`src/source/x86_pkg.sv`:
```
package x86_pkg;

    // ======================================================================
    // Basic data types
    // ======================================================================

    typedef logic [15:0] word_t;
    typedef logic [7:0] byte_t;
    typedef logic [2:0] reg_num_t;

    // ======================================================================
    // General register numbers in x86 encoding order
    // ======================================================================

    localparam reg_num_t REG_AX = 3'd0;
    localparam reg_num_t REG_CX = 3'd1;
    localparam reg_num_t REG_DX = 3'd2;
    localparam reg_num_t REG_BX = 3'd3;
    localparam reg_num_t REG_SP = 3'd4;
    localparam reg_num_t REG_BP = 3'd5;
    localparam reg_num_t REG_SI = 3'd6;
    localparam reg_num_t REG_DI = 3'd7;

    // ======================================================================
    // Prefetch FIFO sizing
    // ======================================================================

    // Depth must stay a power of two so the pointers wrap on their own
    localparam int FIFO_DEPTH = 8;
    localparam int FIFO_PTR_WIDTH = 3;

endpackage

```
`src/source/prefetch_fifo.sv`:
```
module prefetch_fifo import x86_pkg::*; (
    input  logic  clk,
    input  logic  reset,
    input  logic  wr_en,
    input  byte_t wr_data,
    output logic  full,
    input  logic  rd_en,
    output byte_t rd_data,
    output logic  empty
);

    byte_t mem [FIFO_DEPTH];
    logic [FIFO_PTR_WIDTH-1:0] wr_ptr;
    logic [FIFO_PTR_WIDTH-1:0] rd_ptr;
    logic [FIFO_PTR_WIDTH:0] count;
    logic do_write;
    logic do_read;

    assign full = count == (FIFO_PTR_WIDTH + 1)'(FIFO_DEPTH);
    assign empty = count == '0;

    assign do_write = wr_en & ~full;
    assign do_read = rd_en & ~empty;

    always_ff @(posedge clk) begin
        if (do_write)
            mem[wr_ptr] <= wr_data;
    end

    // Popped byte appears on rd_data the cycle after rd_en
    always_ff @(posedge clk) begin
        if (do_read)
            rd_data <= mem[rd_ptr];
    end

    always_ff @(posedge clk or posedge reset) begin
        if (reset) begin
            wr_ptr <= '0;
            rd_ptr <= '0;
            count <= '0;
        end else begin
            if (do_write)
                wr_ptr <= wr_ptr + 1'b1;
            if (do_read)
                rd_ptr <= rd_ptr + 1'b1;
            case ({do_write, do_read})
                2'b10: count <= count + 1'b1;
                2'b01: count <= count - 1'b1;
                default: count <= count;
            endcase
        end
    end

endmodule

```
`src/source/register_file.sv`:
```
module register_file import x86_pkg::*; (
    input  logic     clk,
    input  logic     reset,
    input  logic     wr_en,
    input  reg_num_t wr_sel,
    input  word_t    wr_data,
    input  reg_num_t sel_base,
    input  reg_num_t sel_index,
    output word_t    base_value,
    output word_t    index_value
);

    word_t regs [8];

    always_ff @(posedge clk or posedge reset) begin
        if (reset) begin
            for (int i = 0; i < 8; i++)
                regs[i] <= '0;
        end else if (wr_en) begin
            regs[wr_sel] <= wr_data;
        end
    end

    // Asynchronous reads let the decoder form the address without waiting
    assign base_value = regs[sel_base];
    assign index_value = regs[sel_index];

endmodule

```
`src/source/immediate_reader.sv`:
```
module immediate_reader import x86_pkg::*; (
    input  logic  clk,
    input  logic  reset,
    input  logic  start,
    input  logic  is_8bit,
    output logic  fifo_rd_en,
    input  byte_t fifo_rd_data,
    input  logic  fifo_empty,
    output logic  complete,
    output word_t immediate
);

    typedef enum logic [1:0] {
        IDLE,
        FETCH_LO,
        FETCH_HI,
        DONE
    } state_t;

    state_t state;
    state_t next_state;

    // FETCH_LO and FETCH_HI are the cycles where that byte sits on fifo_rd_data
    always_comb begin
        next_state = state;
        fifo_rd_en = 1'b0;
        case (state)
            IDLE: begin
                if (start && !fifo_empty) begin
                    fifo_rd_en = 1'b1;
                    next_state = FETCH_LO;
                end
            end
            FETCH_LO: begin
                if (is_8bit) begin
                    next_state = DONE;
                end else if (!fifo_empty) begin
                    fifo_rd_en = 1'b1;
                    next_state = FETCH_HI;
                end
            end
            FETCH_HI: next_state = DONE;
            DONE: begin
                if (!start)
                    next_state = IDLE;
            end
            default: next_state = IDLE;
        endcase
    end

    always_ff @(posedge clk or posedge reset) begin
        if (reset)
            state <= IDLE;
        else
            state <= next_state;
    end

    // While stalled in FETCH_LO the same byte is captured again, which is harmless
    always_ff @(posedge clk) begin
        if (state == FETCH_LO)
            immediate <= is_8bit ? {{8{fifo_rd_data[7]}}, fifo_rd_data}
                                 : {8'h00, fifo_rd_data};
        else if (state == FETCH_HI)
            immediate[15:8] <= fifo_rd_data;
    end

    assign complete = state == DONE;

endmodule

```
`src/source/modrm_decode.sv`:
```
module modrm_decode import x86_pkg::*; (
    input  logic     clk,
    input  logic     reset,
    input  logic     start,
    output logic     busy,
    output logic     complete,
    input  logic     clear,
    output word_t    effective_address,
    output reg_num_t regnum,
    output logic     rm_is_reg,
    output reg_num_t rm_regnum,
    output logic     bp_as_base,
    output reg_num_t reg_sel_base,
    output reg_num_t reg_sel_index,
    input  word_t    base_value,
    input  word_t    index_value,
    output logic     fifo_rd_en,
    input  byte_t    fifo_rd_data,
    input  logic     fifo_empty,
    output logic     immed_start,
    input  logic     immed_complete,
    output logic     immed_is_8bit,
    input  word_t    immediate
);

    byte_t modrm;
    logic modrm_byte_read;
    logic latch_modrm_byte;
    logic started;
    logic registers_fetched;
    word_t cached_address;
    word_t calc_address;
    word_t displacement;
    logic [1:0] mode;
    reg_num_t reg_field;
    reg_num_t rm_field;
    logic has_address;
    logic has_immediate;
    logic direct_address;

    // ======================================================================
    // Field extraction
    // ======================================================================

    // Fresh byte comes straight off the FIFO, later cycles use the held copy
    assign mode = latch_modrm_byte ? fifo_rd_data[7:6] : modrm[7:6];
    assign reg_field = latch_modrm_byte ? fifo_rd_data[5:3] : modrm[5:3];
    assign rm_field = latch_modrm_byte ? fifo_rd_data[2:0] : modrm[2:0];

    assign has_address = mode != 2'b11;
    assign direct_address = mode == 2'b00 && rm_field == 3'b110;
    assign has_immediate = direct_address || mode == 2'b01 || mode == 2'b10;

    // ======================================================================
    // Handshake
    // ======================================================================

    assign fifo_rd_en = ~fifo_empty & start & ~modrm_byte_read & ~complete;
    assign complete = modrm_byte_read && (!has_address || registers_fetched) &&
                      (!has_immediate || immed_complete);
    assign busy = (start | started) & ~complete;
    assign immed_start = has_immediate & modrm_byte_read;
    assign immed_is_8bit = mode == 2'b01;

    always_ff @(posedge clk or posedge reset) begin
        if (reset)
            started <= 1'b0;
        else if (complete)
            started <= 1'b0;
        else if (start)
            started <= 1'b1;
    end

    always_ff @(posedge clk or posedge reset) begin
        if (reset) begin
            modrm_byte_read <= 1'b0;
            latch_modrm_byte <= 1'b0;
            registers_fetched <= 1'b0;
        end else if (complete) begin
            modrm_byte_read <= 1'b0;
            latch_modrm_byte <= 1'b0;
            registers_fetched <= 1'b0;
        end else begin
            latch_modrm_byte <= fifo_rd_en;
            if (fifo_rd_en)
                modrm_byte_read <= 1'b1;
            if (modrm_byte_read)
                registers_fetched <= 1'b1;
        end
    end

    always_ff @(posedge clk or posedge reset) begin
        if (reset)
            modrm <= '0;
        else if (clear)
            modrm <= '0;
        else if (latch_modrm_byte)
            modrm <= fifo_rd_data;
    end

    // ======================================================================
    // Register selection and address arithmetic
    // ======================================================================

    // 8086 table: BX or BP as base, SI or DI as index for r/m 0 to 3
    always_comb begin
        case (rm_field)
            3'b000, 3'b001, 3'b111: reg_sel_base = REG_BX;
            3'b010, 3'b011, 3'b110: reg_sel_base = REG_BP;
            3'b100: reg_sel_base = REG_SI;
            default: reg_sel_base = REG_DI;
        endcase

        case (rm_field)
            3'b000, 3'b010: reg_sel_index = REG_SI;
            3'b001, 3'b011: reg_sel_index = REG_DI;
            default: reg_sel_index = REG_AX;
        endcase
    end

    assign displacement = (mode == 2'b00) ? 16'h0000 : immediate;

    always_comb begin
        if (direct_address)
            calc_address = immediate;
        else if (!rm_field[2])
            calc_address = base_value + index_value + displacement;
        else
            calc_address = base_value + displacement;
    end

    always_ff @(posedge clk) begin
        if (complete)
            cached_address <= calc_address;
    end

    assign effective_address = complete ? calc_address : cached_address;

    assign regnum = reg_field;
    assign rm_regnum = rm_field;
    assign rm_is_reg = ~has_address;
    assign bp_as_base = has_address &&
                        (rm_field == 3'b010 || rm_field == 3'b011 ||
                         (rm_field == 3'b110 && mode != 2'b00));

endmodule

```
`src/source/modrm_unit.sv`:
```
module modrm_unit import x86_pkg::*; (
    input  logic     clk,
    input  logic     reset,
    input  logic     wr_en,
    input  byte_t    wr_data,
    output logic     full,
    input  logic     reg_wr_en,
    input  reg_num_t reg_wr_sel,
    input  word_t    reg_wr_data,
    input  logic     start,
    input  logic     clear,
    output logic     busy,
    output logic     complete,
    output word_t    effective_address,
    output reg_num_t regnum,
    output logic     rm_is_reg,
    output reg_num_t rm_regnum,
    output logic     bp_as_base
);

    logic fifo_rd_en;
    logic decode_rd_en;
    logic immed_rd_en;
    byte_t fifo_rd_data;
    logic fifo_empty;
    reg_num_t reg_sel_base;
    reg_num_t reg_sel_index;
    word_t base_value;
    word_t index_value;
    logic immed_start;
    logic immed_is_8bit;
    logic immed_complete;
    word_t immediate;

    // The reader only starts after the ModR/M pop, so the enables never overlap
    assign fifo_rd_en = decode_rd_en | immed_rd_en;

    prefetch_fifo i_fifo (
        .clk     (clk),
        .reset   (reset),
        .wr_en   (wr_en),
        .wr_data (wr_data),
        .full    (full),
        .rd_en   (fifo_rd_en),
        .rd_data (fifo_rd_data),
        .empty   (fifo_empty)
    );

    register_file i_regs (
        .clk         (clk),
        .reset       (reset),
        .wr_en       (reg_wr_en),
        .wr_sel      (reg_wr_sel),
        .wr_data     (reg_wr_data),
        .sel_base    (reg_sel_base),
        .sel_index   (reg_sel_index),
        .base_value  (base_value),
        .index_value (index_value)
    );

    immediate_reader i_immed (
        .clk          (clk),
        .reset        (reset),
        .start        (immed_start),
        .is_8bit      (immed_is_8bit),
        .fifo_rd_en   (immed_rd_en),
        .fifo_rd_data (fifo_rd_data),
        .fifo_empty   (fifo_empty),
        .complete     (immed_complete),
        .immediate    (immediate)
    );

    modrm_decode i_decode (
        .clk               (clk),
        .reset             (reset),
        .start             (start),
        .busy              (busy),
        .complete          (complete),
        .clear             (clear),
        .effective_address (effective_address),
        .regnum            (regnum),
        .rm_is_reg         (rm_is_reg),
        .rm_regnum         (rm_regnum),
        .bp_as_base        (bp_as_base),
        .reg_sel_base      (reg_sel_base),
        .reg_sel_index     (reg_sel_index),
        .base_value        (base_value),
        .index_value       (index_value),
        .fifo_rd_en        (decode_rd_en),
        .fifo_rd_data      (fifo_rd_data),
        .fifo_empty        (fifo_empty),
        .immed_start       (immed_start),
        .immed_complete    (immed_complete),
        .immed_is_8bit     (immed_is_8bit),
        .immediate         (immediate)
    );

endmodule

```
`config.mk`:
```
export PLATFORM = sky130hd
export DESIGN_NAME = modrm_unit
export DESIGN_NICKNAME = d
export VERILOG_FILES = /design/src/source/x86_pkg.sv /design/src/source/prefetch_fifo.sv /design/src/source/register_file.sv /design/src/source/immediate_reader.sv /design/src/source/modrm_decode.sv /design/src/source/modrm_unit.sv
export SDC_FILE = /design/constraint.sdc
export NUM_CORES = 1
export LEC_CHECK = 0
export ABC_AREA = 1
export BUFFER_PORTS_ARGS = -buffer_cell sky130_fd_sc_hd__clkbuf_2
export CAP_MARGIN = 25
export CORE_ASPECT_RATIO = 1.4
export CORE_UTILIZATION = 60
export CTS_BUF_LIST = sky130_fd_sc_hd__clkbuf_8 sky130_fd_sc_hd__clkbuf_16
export DETAILED_ROUTE_END_ITERATION = 10
export GPL_ROUTABILITY_DRIVEN = 0
export PLACE_DENSITY = 0.76
export SKIP_CTS_REPAIR_TIMING = 1
export SLEW_MARGIN = 10
export SYNTH_ARGS = -nofsm -noshare
export SYNTH_HDL_FRONTEND = slang
export SYNTH_SLANG_ARGS = --single-unit
```
`constraint.sdc`:
```
create_clock -name clk -period 4.8 [get_ports clk]
set_input_delay 0.24 -clock clk [delete_from_list [all_inputs] [get_ports clk]]
set_output_delay 0.24 -clock clk [all_outputs]
set_load 0.02 [all_outputs]
```
=== Word level (Yosys, flattened, before mapping) ===
Memory sizes are Yosys's and may differ from the RTL's. A register that Yosys moved wholly into a read port is not among the register bits.
Index checks and enable logic that the tools add are counted.

* Bits in registers: 184
* Bits in latches: 0
* Bits in writable memories: 64
* Bits in read-only memories: 0
* Output and inout port bits: 27
* Memories kept: 1

* $add $sub $neg: 7
* $mul: 0
* Div/mod/pow operators: 0
* Order comparisons: 4
* Equality and inequality tests: 18
* Shifts and indexed selects: 0
* Mux-type cells: 42
* Bitwise operators: 17
* Reduce and logical (&&, ||, !) cells: 32

{| class="wikitable"
|+ Memory list
! name !! depth !! width !! rd ports !! clocked after Yosys merged registers in !! write ports !! line !! text
|-
| i_fifo.mem || 8 || 8 || 1 || 1 || 1 || prefetch_fifo.sv:12 || <nowiki>byte_t mem [FIFO_DEPTH];</nowiki>
|}

{| class="wikitable"
|+ Operators by type and width
! operator !! count
|-
| 16-bit 2-to-1 mux || 10
|-
| 128-bit bitwise mux || 1
|-
| 16-bit binary-select mux with 3-bit select || 2
|-
| 16-bit adder || 3
|-
| 16-bit demux with 3-bit select || 1
|-
| 8-bit 2-to-1 mux || 4
|-
| 2-bit nonzero test || 7
|-
| 4-bit >= comparator (second input constant) || 3
|-
| 1-bit 2-to-1 mux || 12
|-
| 3-bit inverter with 4-bit output || 3
|-
| 2-bit 2-to-1 mux || 5
|-
| 3-bit equality test (second input constant) || 3
|-
| 3-bit one-hot mux with 3 select lines || 1
|-
| 2-bit equality test (second input constant) || 4
|-
| 2-bit one-hot mux with 4 select lines || 1
|-
| 4-bit one-hot mux with 2 select lines || 1
|-
| 1-bit bitwise AND || 7
|-
| 1-bit logical AND || 7
|-
| 3-bit by 1-bit adder with 3-bit output (second input constant) || 2
|-
| 2-bit by 1-bit equality test with 1-bit output (second input constant) || 3
|-
| 3-bit by 2-bit equality test with 1-bit output (second input constant) || 2
|-
| 1-bit logical OR || 6
|-
| 3-bit 2-to-1 mux || 2
|-
| 3-bit one-hot mux with 2 select lines || 1
|-
| other kinds (18) || 29
|}

=== Logic depth before layout (Yosys ltp) ===
* Word-level depth: 14
* Depth in mapped cells: 28
* Mapped depth without buffers: 26

=== Modules after synthesis ===
A second synthesis with hierarchy kept.

* Cell total of the unflattened synthesis: 2171
* Area, all modules: 15623.7 um^2

{| class="wikitable"
|+ Modules (own cells, without submodules)
! module !! times used !! cells an instance !! area each (um^2) !! sequential area each (um^2)
|-
| register_file || 1 || 1166 || 7494.7 || 3203.1
|-
| modrm_decode || 1 || 571 || 3678.5 || 620.6
|-
| prefetch_fifo || 1 || 366 || 3639.7 || 2412.3
|-
| immediate_reader || 1 || 65 || 799.5 || 530.5
|-
| modrm_unit || 1 || 3 || 11.3 || 0.0
|}

=== Least setup slack after synthesis ===
OpenSTA, ideal clock, no wires.

* Path kind: register to output
* Start: reg i_decode.latch_modrm_byte
* End: out effective_address[5]
* Data arrival time: 3966 ps
* Required time: 4560 ps
* Setup slack: 594 ps
* Cell stages (with the launch flop): 25
* Cell sequence: dfrtp_1 > inv_2 > buf_6 > nand2_4 > nand2_4 > nand2_4 > nor2_4 > buf_6 > buf_2 > o21ai_0 > o21ai_1 > nand2_1 > nand2_1 > inv_1 > fa_1 > inv_1 > ha_1 > inv_1 > fa_1 > o31ai_1 > xor2_1 > nand2_1 > a21oi_1 > a21oi_1 > o21ai_0

* Longest elaborated chain between the ends: 13

{| class="wikitable"
|+ RTL lines
! what !! line !! text
|-
| from (decl) || modrm_decode.sv:28 || <nowiki>logic latch_modrm_byte;</nowiki>
|-
| from (signal assigned) || modrm_decode.sv:84 || <nowiki>latch_modrm_byte <= fifo_rd_en;</nowiki>
|-
| 3-bit 2-to-1 mux || modrm_decode.sv:48 || <nowiki>assign rm_field = latch_modrm_byte ? fifo_rd_data[2:0] : modrm[2:0];</nowiki>
|-
| 3-bit by 2-bit equality test with 1-bit output (tied with other cells) || modrm_decode.sv:107, modrm_decode.sv:114 ||
|-
| 3-bit OR reduction / 2-bit OR reduction (equally long branches) || modrm_decode.sv:107, modrm_decode.sv:114 ||
|-
| 3-bit one-hot mux with 3 select lines / 3-bit one-hot mux with 2 select lines (equally long branches) || modrm_decode.sv:107, modrm_decode.sv:114 ||
|-
| 3-bit inverter with 4-bit output (on tied branches) || register_file.sv:25, register_file.sv:26 ||
|-
| 16-bit binary-select mux with 3-bit select (on tied branches) || register_file.sv:25, register_file.sv:26 ||
|-
| 16-bit 2-to-1 mux (on tied branches) (2 in a row) || register_file.sv:25, register_file.sv:26 ||
|-
| 16-bit adder (2 in a row) || modrm_decode.sv:127 || <nowiki>calc_address = base_value + index_value + displacement;</nowiki>
|-
| 16-bit 2-to-1 mux || modrm_decode.sv:126 || <nowiki>else if (!rm_field[2])</nowiki>
|-
| 16-bit 2-to-1 mux || modrm_decode.sv:124 || <nowiki>if (direct_address)</nowiki>
|-
| 16-bit 2-to-1 mux (*) || n/a ||
|-
| to (decl) || modrm_unit.sv:14 || <nowiki>output word_t effective_address,</nowiki>
|}

Every way passes the cells marked *; elsewhere a longest branch is shown, timed or not. The select of a mux whose other input is x is not followed.

=== Worst setup path after layout ===
Ends and elaborated chain as after synthesis.

==> flow_summary.ini <==
[timing]
finalCritPeriodShare = 0.987
maxSlewHeadroom = 0.384
setup_viol = 0
worst_hold_slack_ns = -0.0949
report.final.slew_viol_count = 0
rsz0062_at_grt = yes
final.setup_skew_ns = 0.0283
final-hold-violation-count = 75
worst_pin_slew_ns = 0.924
fmax_ghz = 0.211
final.min_clock_period_ns = 4.74

[critical_path]
cp_num_buf_inv = 6
critPathKind = reg -> out
arrival_ns = 4.50
rr_startpoint = i_decode.latch_modrm_byte
crit_start = i_decode.latch_modrm_byte
cp_top_family = adder cells
path_depth = 23
reg2regPathDepth = 24
r2r_slack_ns = 0.86
reg2reg_to = i_decode.cached_address[13]
cpMaxStageDelayCell = fa_1
worst_path_largest_cell_delay_ns = 0.43
critPathLaunchType = flip-flop
cp_data_required_time_ns = 4.56
crit_chain = buf_6 -> nand2_1 -> nand2_4 -> nor2_2 -> nor2_4 -> buf_6 -> o21ai_0 -> o21ai_1 -> nand2_1 -> nand2_2 -> inv_1 -> fa_1 -> inv_1 -> ha_2 -> inv_1 -> fa_2 -> o31ai_4 -> xor2_1 -> nand2_1 -> a21oi_2 -> a21oi_1 -> o21ai_1 -> buf_4
critPathMaxFanout = 8
critPathCapture = effective_address[5]
critPathCaptureType = output pin

[worst_hold_path]
hold_path.class = in -> async

[logic_synthesis]
ys_seq_area_frac = 0.485
synth_seq_cells = 212
yosysWarnings = 0
syn_area_um2 = 11700
ys_types = 43
syn_nets = 1490
syn_inst = 1402
synth_area_per_cell_um2 = 8.33

[placed_design]
portBuffers = 59
dp_hpwl_um = 21200
place_area_um2 = 12100

[clock_tree]
clkSinkCount = 212
insertion_delay_ns = 0.52
cts_tree = yes
numCtsBuffers = 22
clkTransAtPathRegs_ns = 0.06
cts.path.max_buffers = 3
root_buffer = clkbuf_16
cts-htree-levels = 1

[die]
die_w_um = 120
dieArea_um2 = 20000
ios = 60
die_h_um = 167
rows = 60
core_um2 = 19100
floorplan.initialDensity = 0.610

[layout]
drive_gt1_frac = 0.166
layout_common_cells = nand2_1, o21ai_0, inv_1
fillers = 1419
fin_nets = 1585
n_antenna_cell = 0
area_growth_pct = 17.5
mostFrequentLayoutCell = nand2_1
stdcell_area_um2 = 13700

[global_route]
antenna_found_initial = 0
grt_pass1_vias = 9267
grt_pass1_wl_um = 46600
grt-ovfl-total = 0
grt_start_max_net_pins = 73
grt.total_usage = 0.298

[routing]
drc = 0
wl_per_cell_um = 18.0
wirelength_um = 31700
drtPass1Iterations = 6
routed_via_density = 5.86
drt_iter0_drc = 1143
vias = 10300
ant_nets = 0

[status]
failed_checks = negative hold slack
outcome = finished with violations

[run]
maxCapViolations = 0
==> layout make-up <==
cell class | instances | area (µm²) | share of cell area
Sequential cell | 212 | 5670 | 0.413
Multi-Input combinational cell | 950 | 5380 | 0.392
Timing Repair Buffer | 126 | 917 | 0.0668
Inverter | 185 | 709 | 0.0517
Clock buffer | 23 | 576 | 0.0419
Tap cell | 248 | 310 | 0.0226
Clock inverter | 17 | 164 | 0.0119
==> worst register-to-register path, stage by stage, from the launching register on <==
cell and delay [ns]:
dfrtp_1 0.42, buf_6 0.15, nand2_2 0.08, nand2_4 0.06, buf_12 0.14, a21oi_4 0.18, buf_12 0.16, nor2_8 0.07
inv_8 0.12, o211ai_1 0.11, nand2_1 0.07, o21a_2 0.17, inv_1 0.08, fa_1 0.54, inv_1 0.05, ha_2 0.39
nand2_1 0.14, nor4_1 0.22, nand2_1 0.12, nand4_1 0.10, a21oi_1 0.07, o21ai_0 0.13, nand3_1 0.11, nand2_1 0.09
nand2_1 0.06
==> Yosys cell counts (all sizes together) <==
cell type | number | area, µm²
inv | 184 | 691
o211ai | 14 | 105
a31oi | 13 | 81.3
clkinv | 1 | 3.75
nand3b | 1 | 7.51
nor2 | 145 | 583
o21ai | 215 | 1080
a211oi | 1 | 7.51
dfrtp | 108 | 2700
edfxtp | 88 | 2640
clkbuf | 36 | 135
a21o | 2 | 15.0
nand2 | 296 | 1180
or2 | 9 | 56.3
o21bai | 4 | 30.0
o31ai | 3 | 22.5
xnor2 | 2 | 17.5
buf | 23 | 150
nor3 | 8 | 40.0
a21boi | 1 | 7.51
nand3 | 61 | 310
nor4 | 1 | 6.26
o21a | 7 | 52.6
o22ai | 8 | 50.1
a221o | 1 | 10.0
dfxtp | 16 | 320
fa | 18 | 360
nand4 | 9 | 56.3
ha | 37 | 463
xor2 | 10 | 87.6
a21oi | 80 | 412
==> kinds of logic (layout without fill, tap and decap cells) <==
| logic type | count (synthesis) | after routing | share of synthesized area |
|---|---|---|---|
| compound gates | 349 | 349 | 0.160 |
| xor+xnor | 12 | 12 | 0.00900 |
| flops | 212 | 212 | 0.485 |
| simple gates | 530 | 534 | 0.191 |
| fa+ha+maj | 55 | 55 | 0.0705 |
| buf+inv | 244 | 351 | 0.0839 |
==> state kept, by name, indices dropped and copies added (netlist names), 3 cells and up <==
name and count:
i_immed.immediate 16, i_fifo.mem 64, i_decode.modrm 8, i_fifo.wr_ptr 3
i_regs.regs 84, i_fifo.count 4, i_decode.cached_address 16, i_fifo.rd_data 8
i_fifo.rd_ptr 3
==> metal layers <==
metal  global-route usage  wire (µm)  part of all wire
met5                    0          0                 0
met4                0.189       2190             0.069
met3               0.0421       2170             0.068
met2                0.511      15800              0.50
met1                0.347      11600              0.37
==> worst min path at each step <==
stage,from,to,slack (ns),cells after the start
after global placement,i_fifo.rd_data[1],i_immed.immediate[1],0.43,0
final,reset,i_regs.regs[29],-0.09,2
after global routing,reset,i_regs.regs[9],-0.0005,2
after floorplan,wr_data[0],i_fifo.mem[0][0],0.34,0
after CTS,reg_wr_data[5],i_regs.regs[5],-0.05,3
after detailed placement,i_decode.cached_address[8],i_decode.cached_address[8],0.44,2
==> per-stage QoR <==
step	worst slack [ns]	std cells	TNS, ns	utilization
after floorplan	0.594	1402	0	-
after global placement	0.284	1666	0	0.634
after detailed placement	0.232	1667	0	0.634
after CTS	-0.321	1707	-2.85	0.673
after global routing	-0.142	1761	-0.829	0.717
final	0.0632	1761	0	0.717
Power is left out: the tool's default activity adds up to more than one toggle a clock period on the data nets, which glitch-free logic cannot reach.
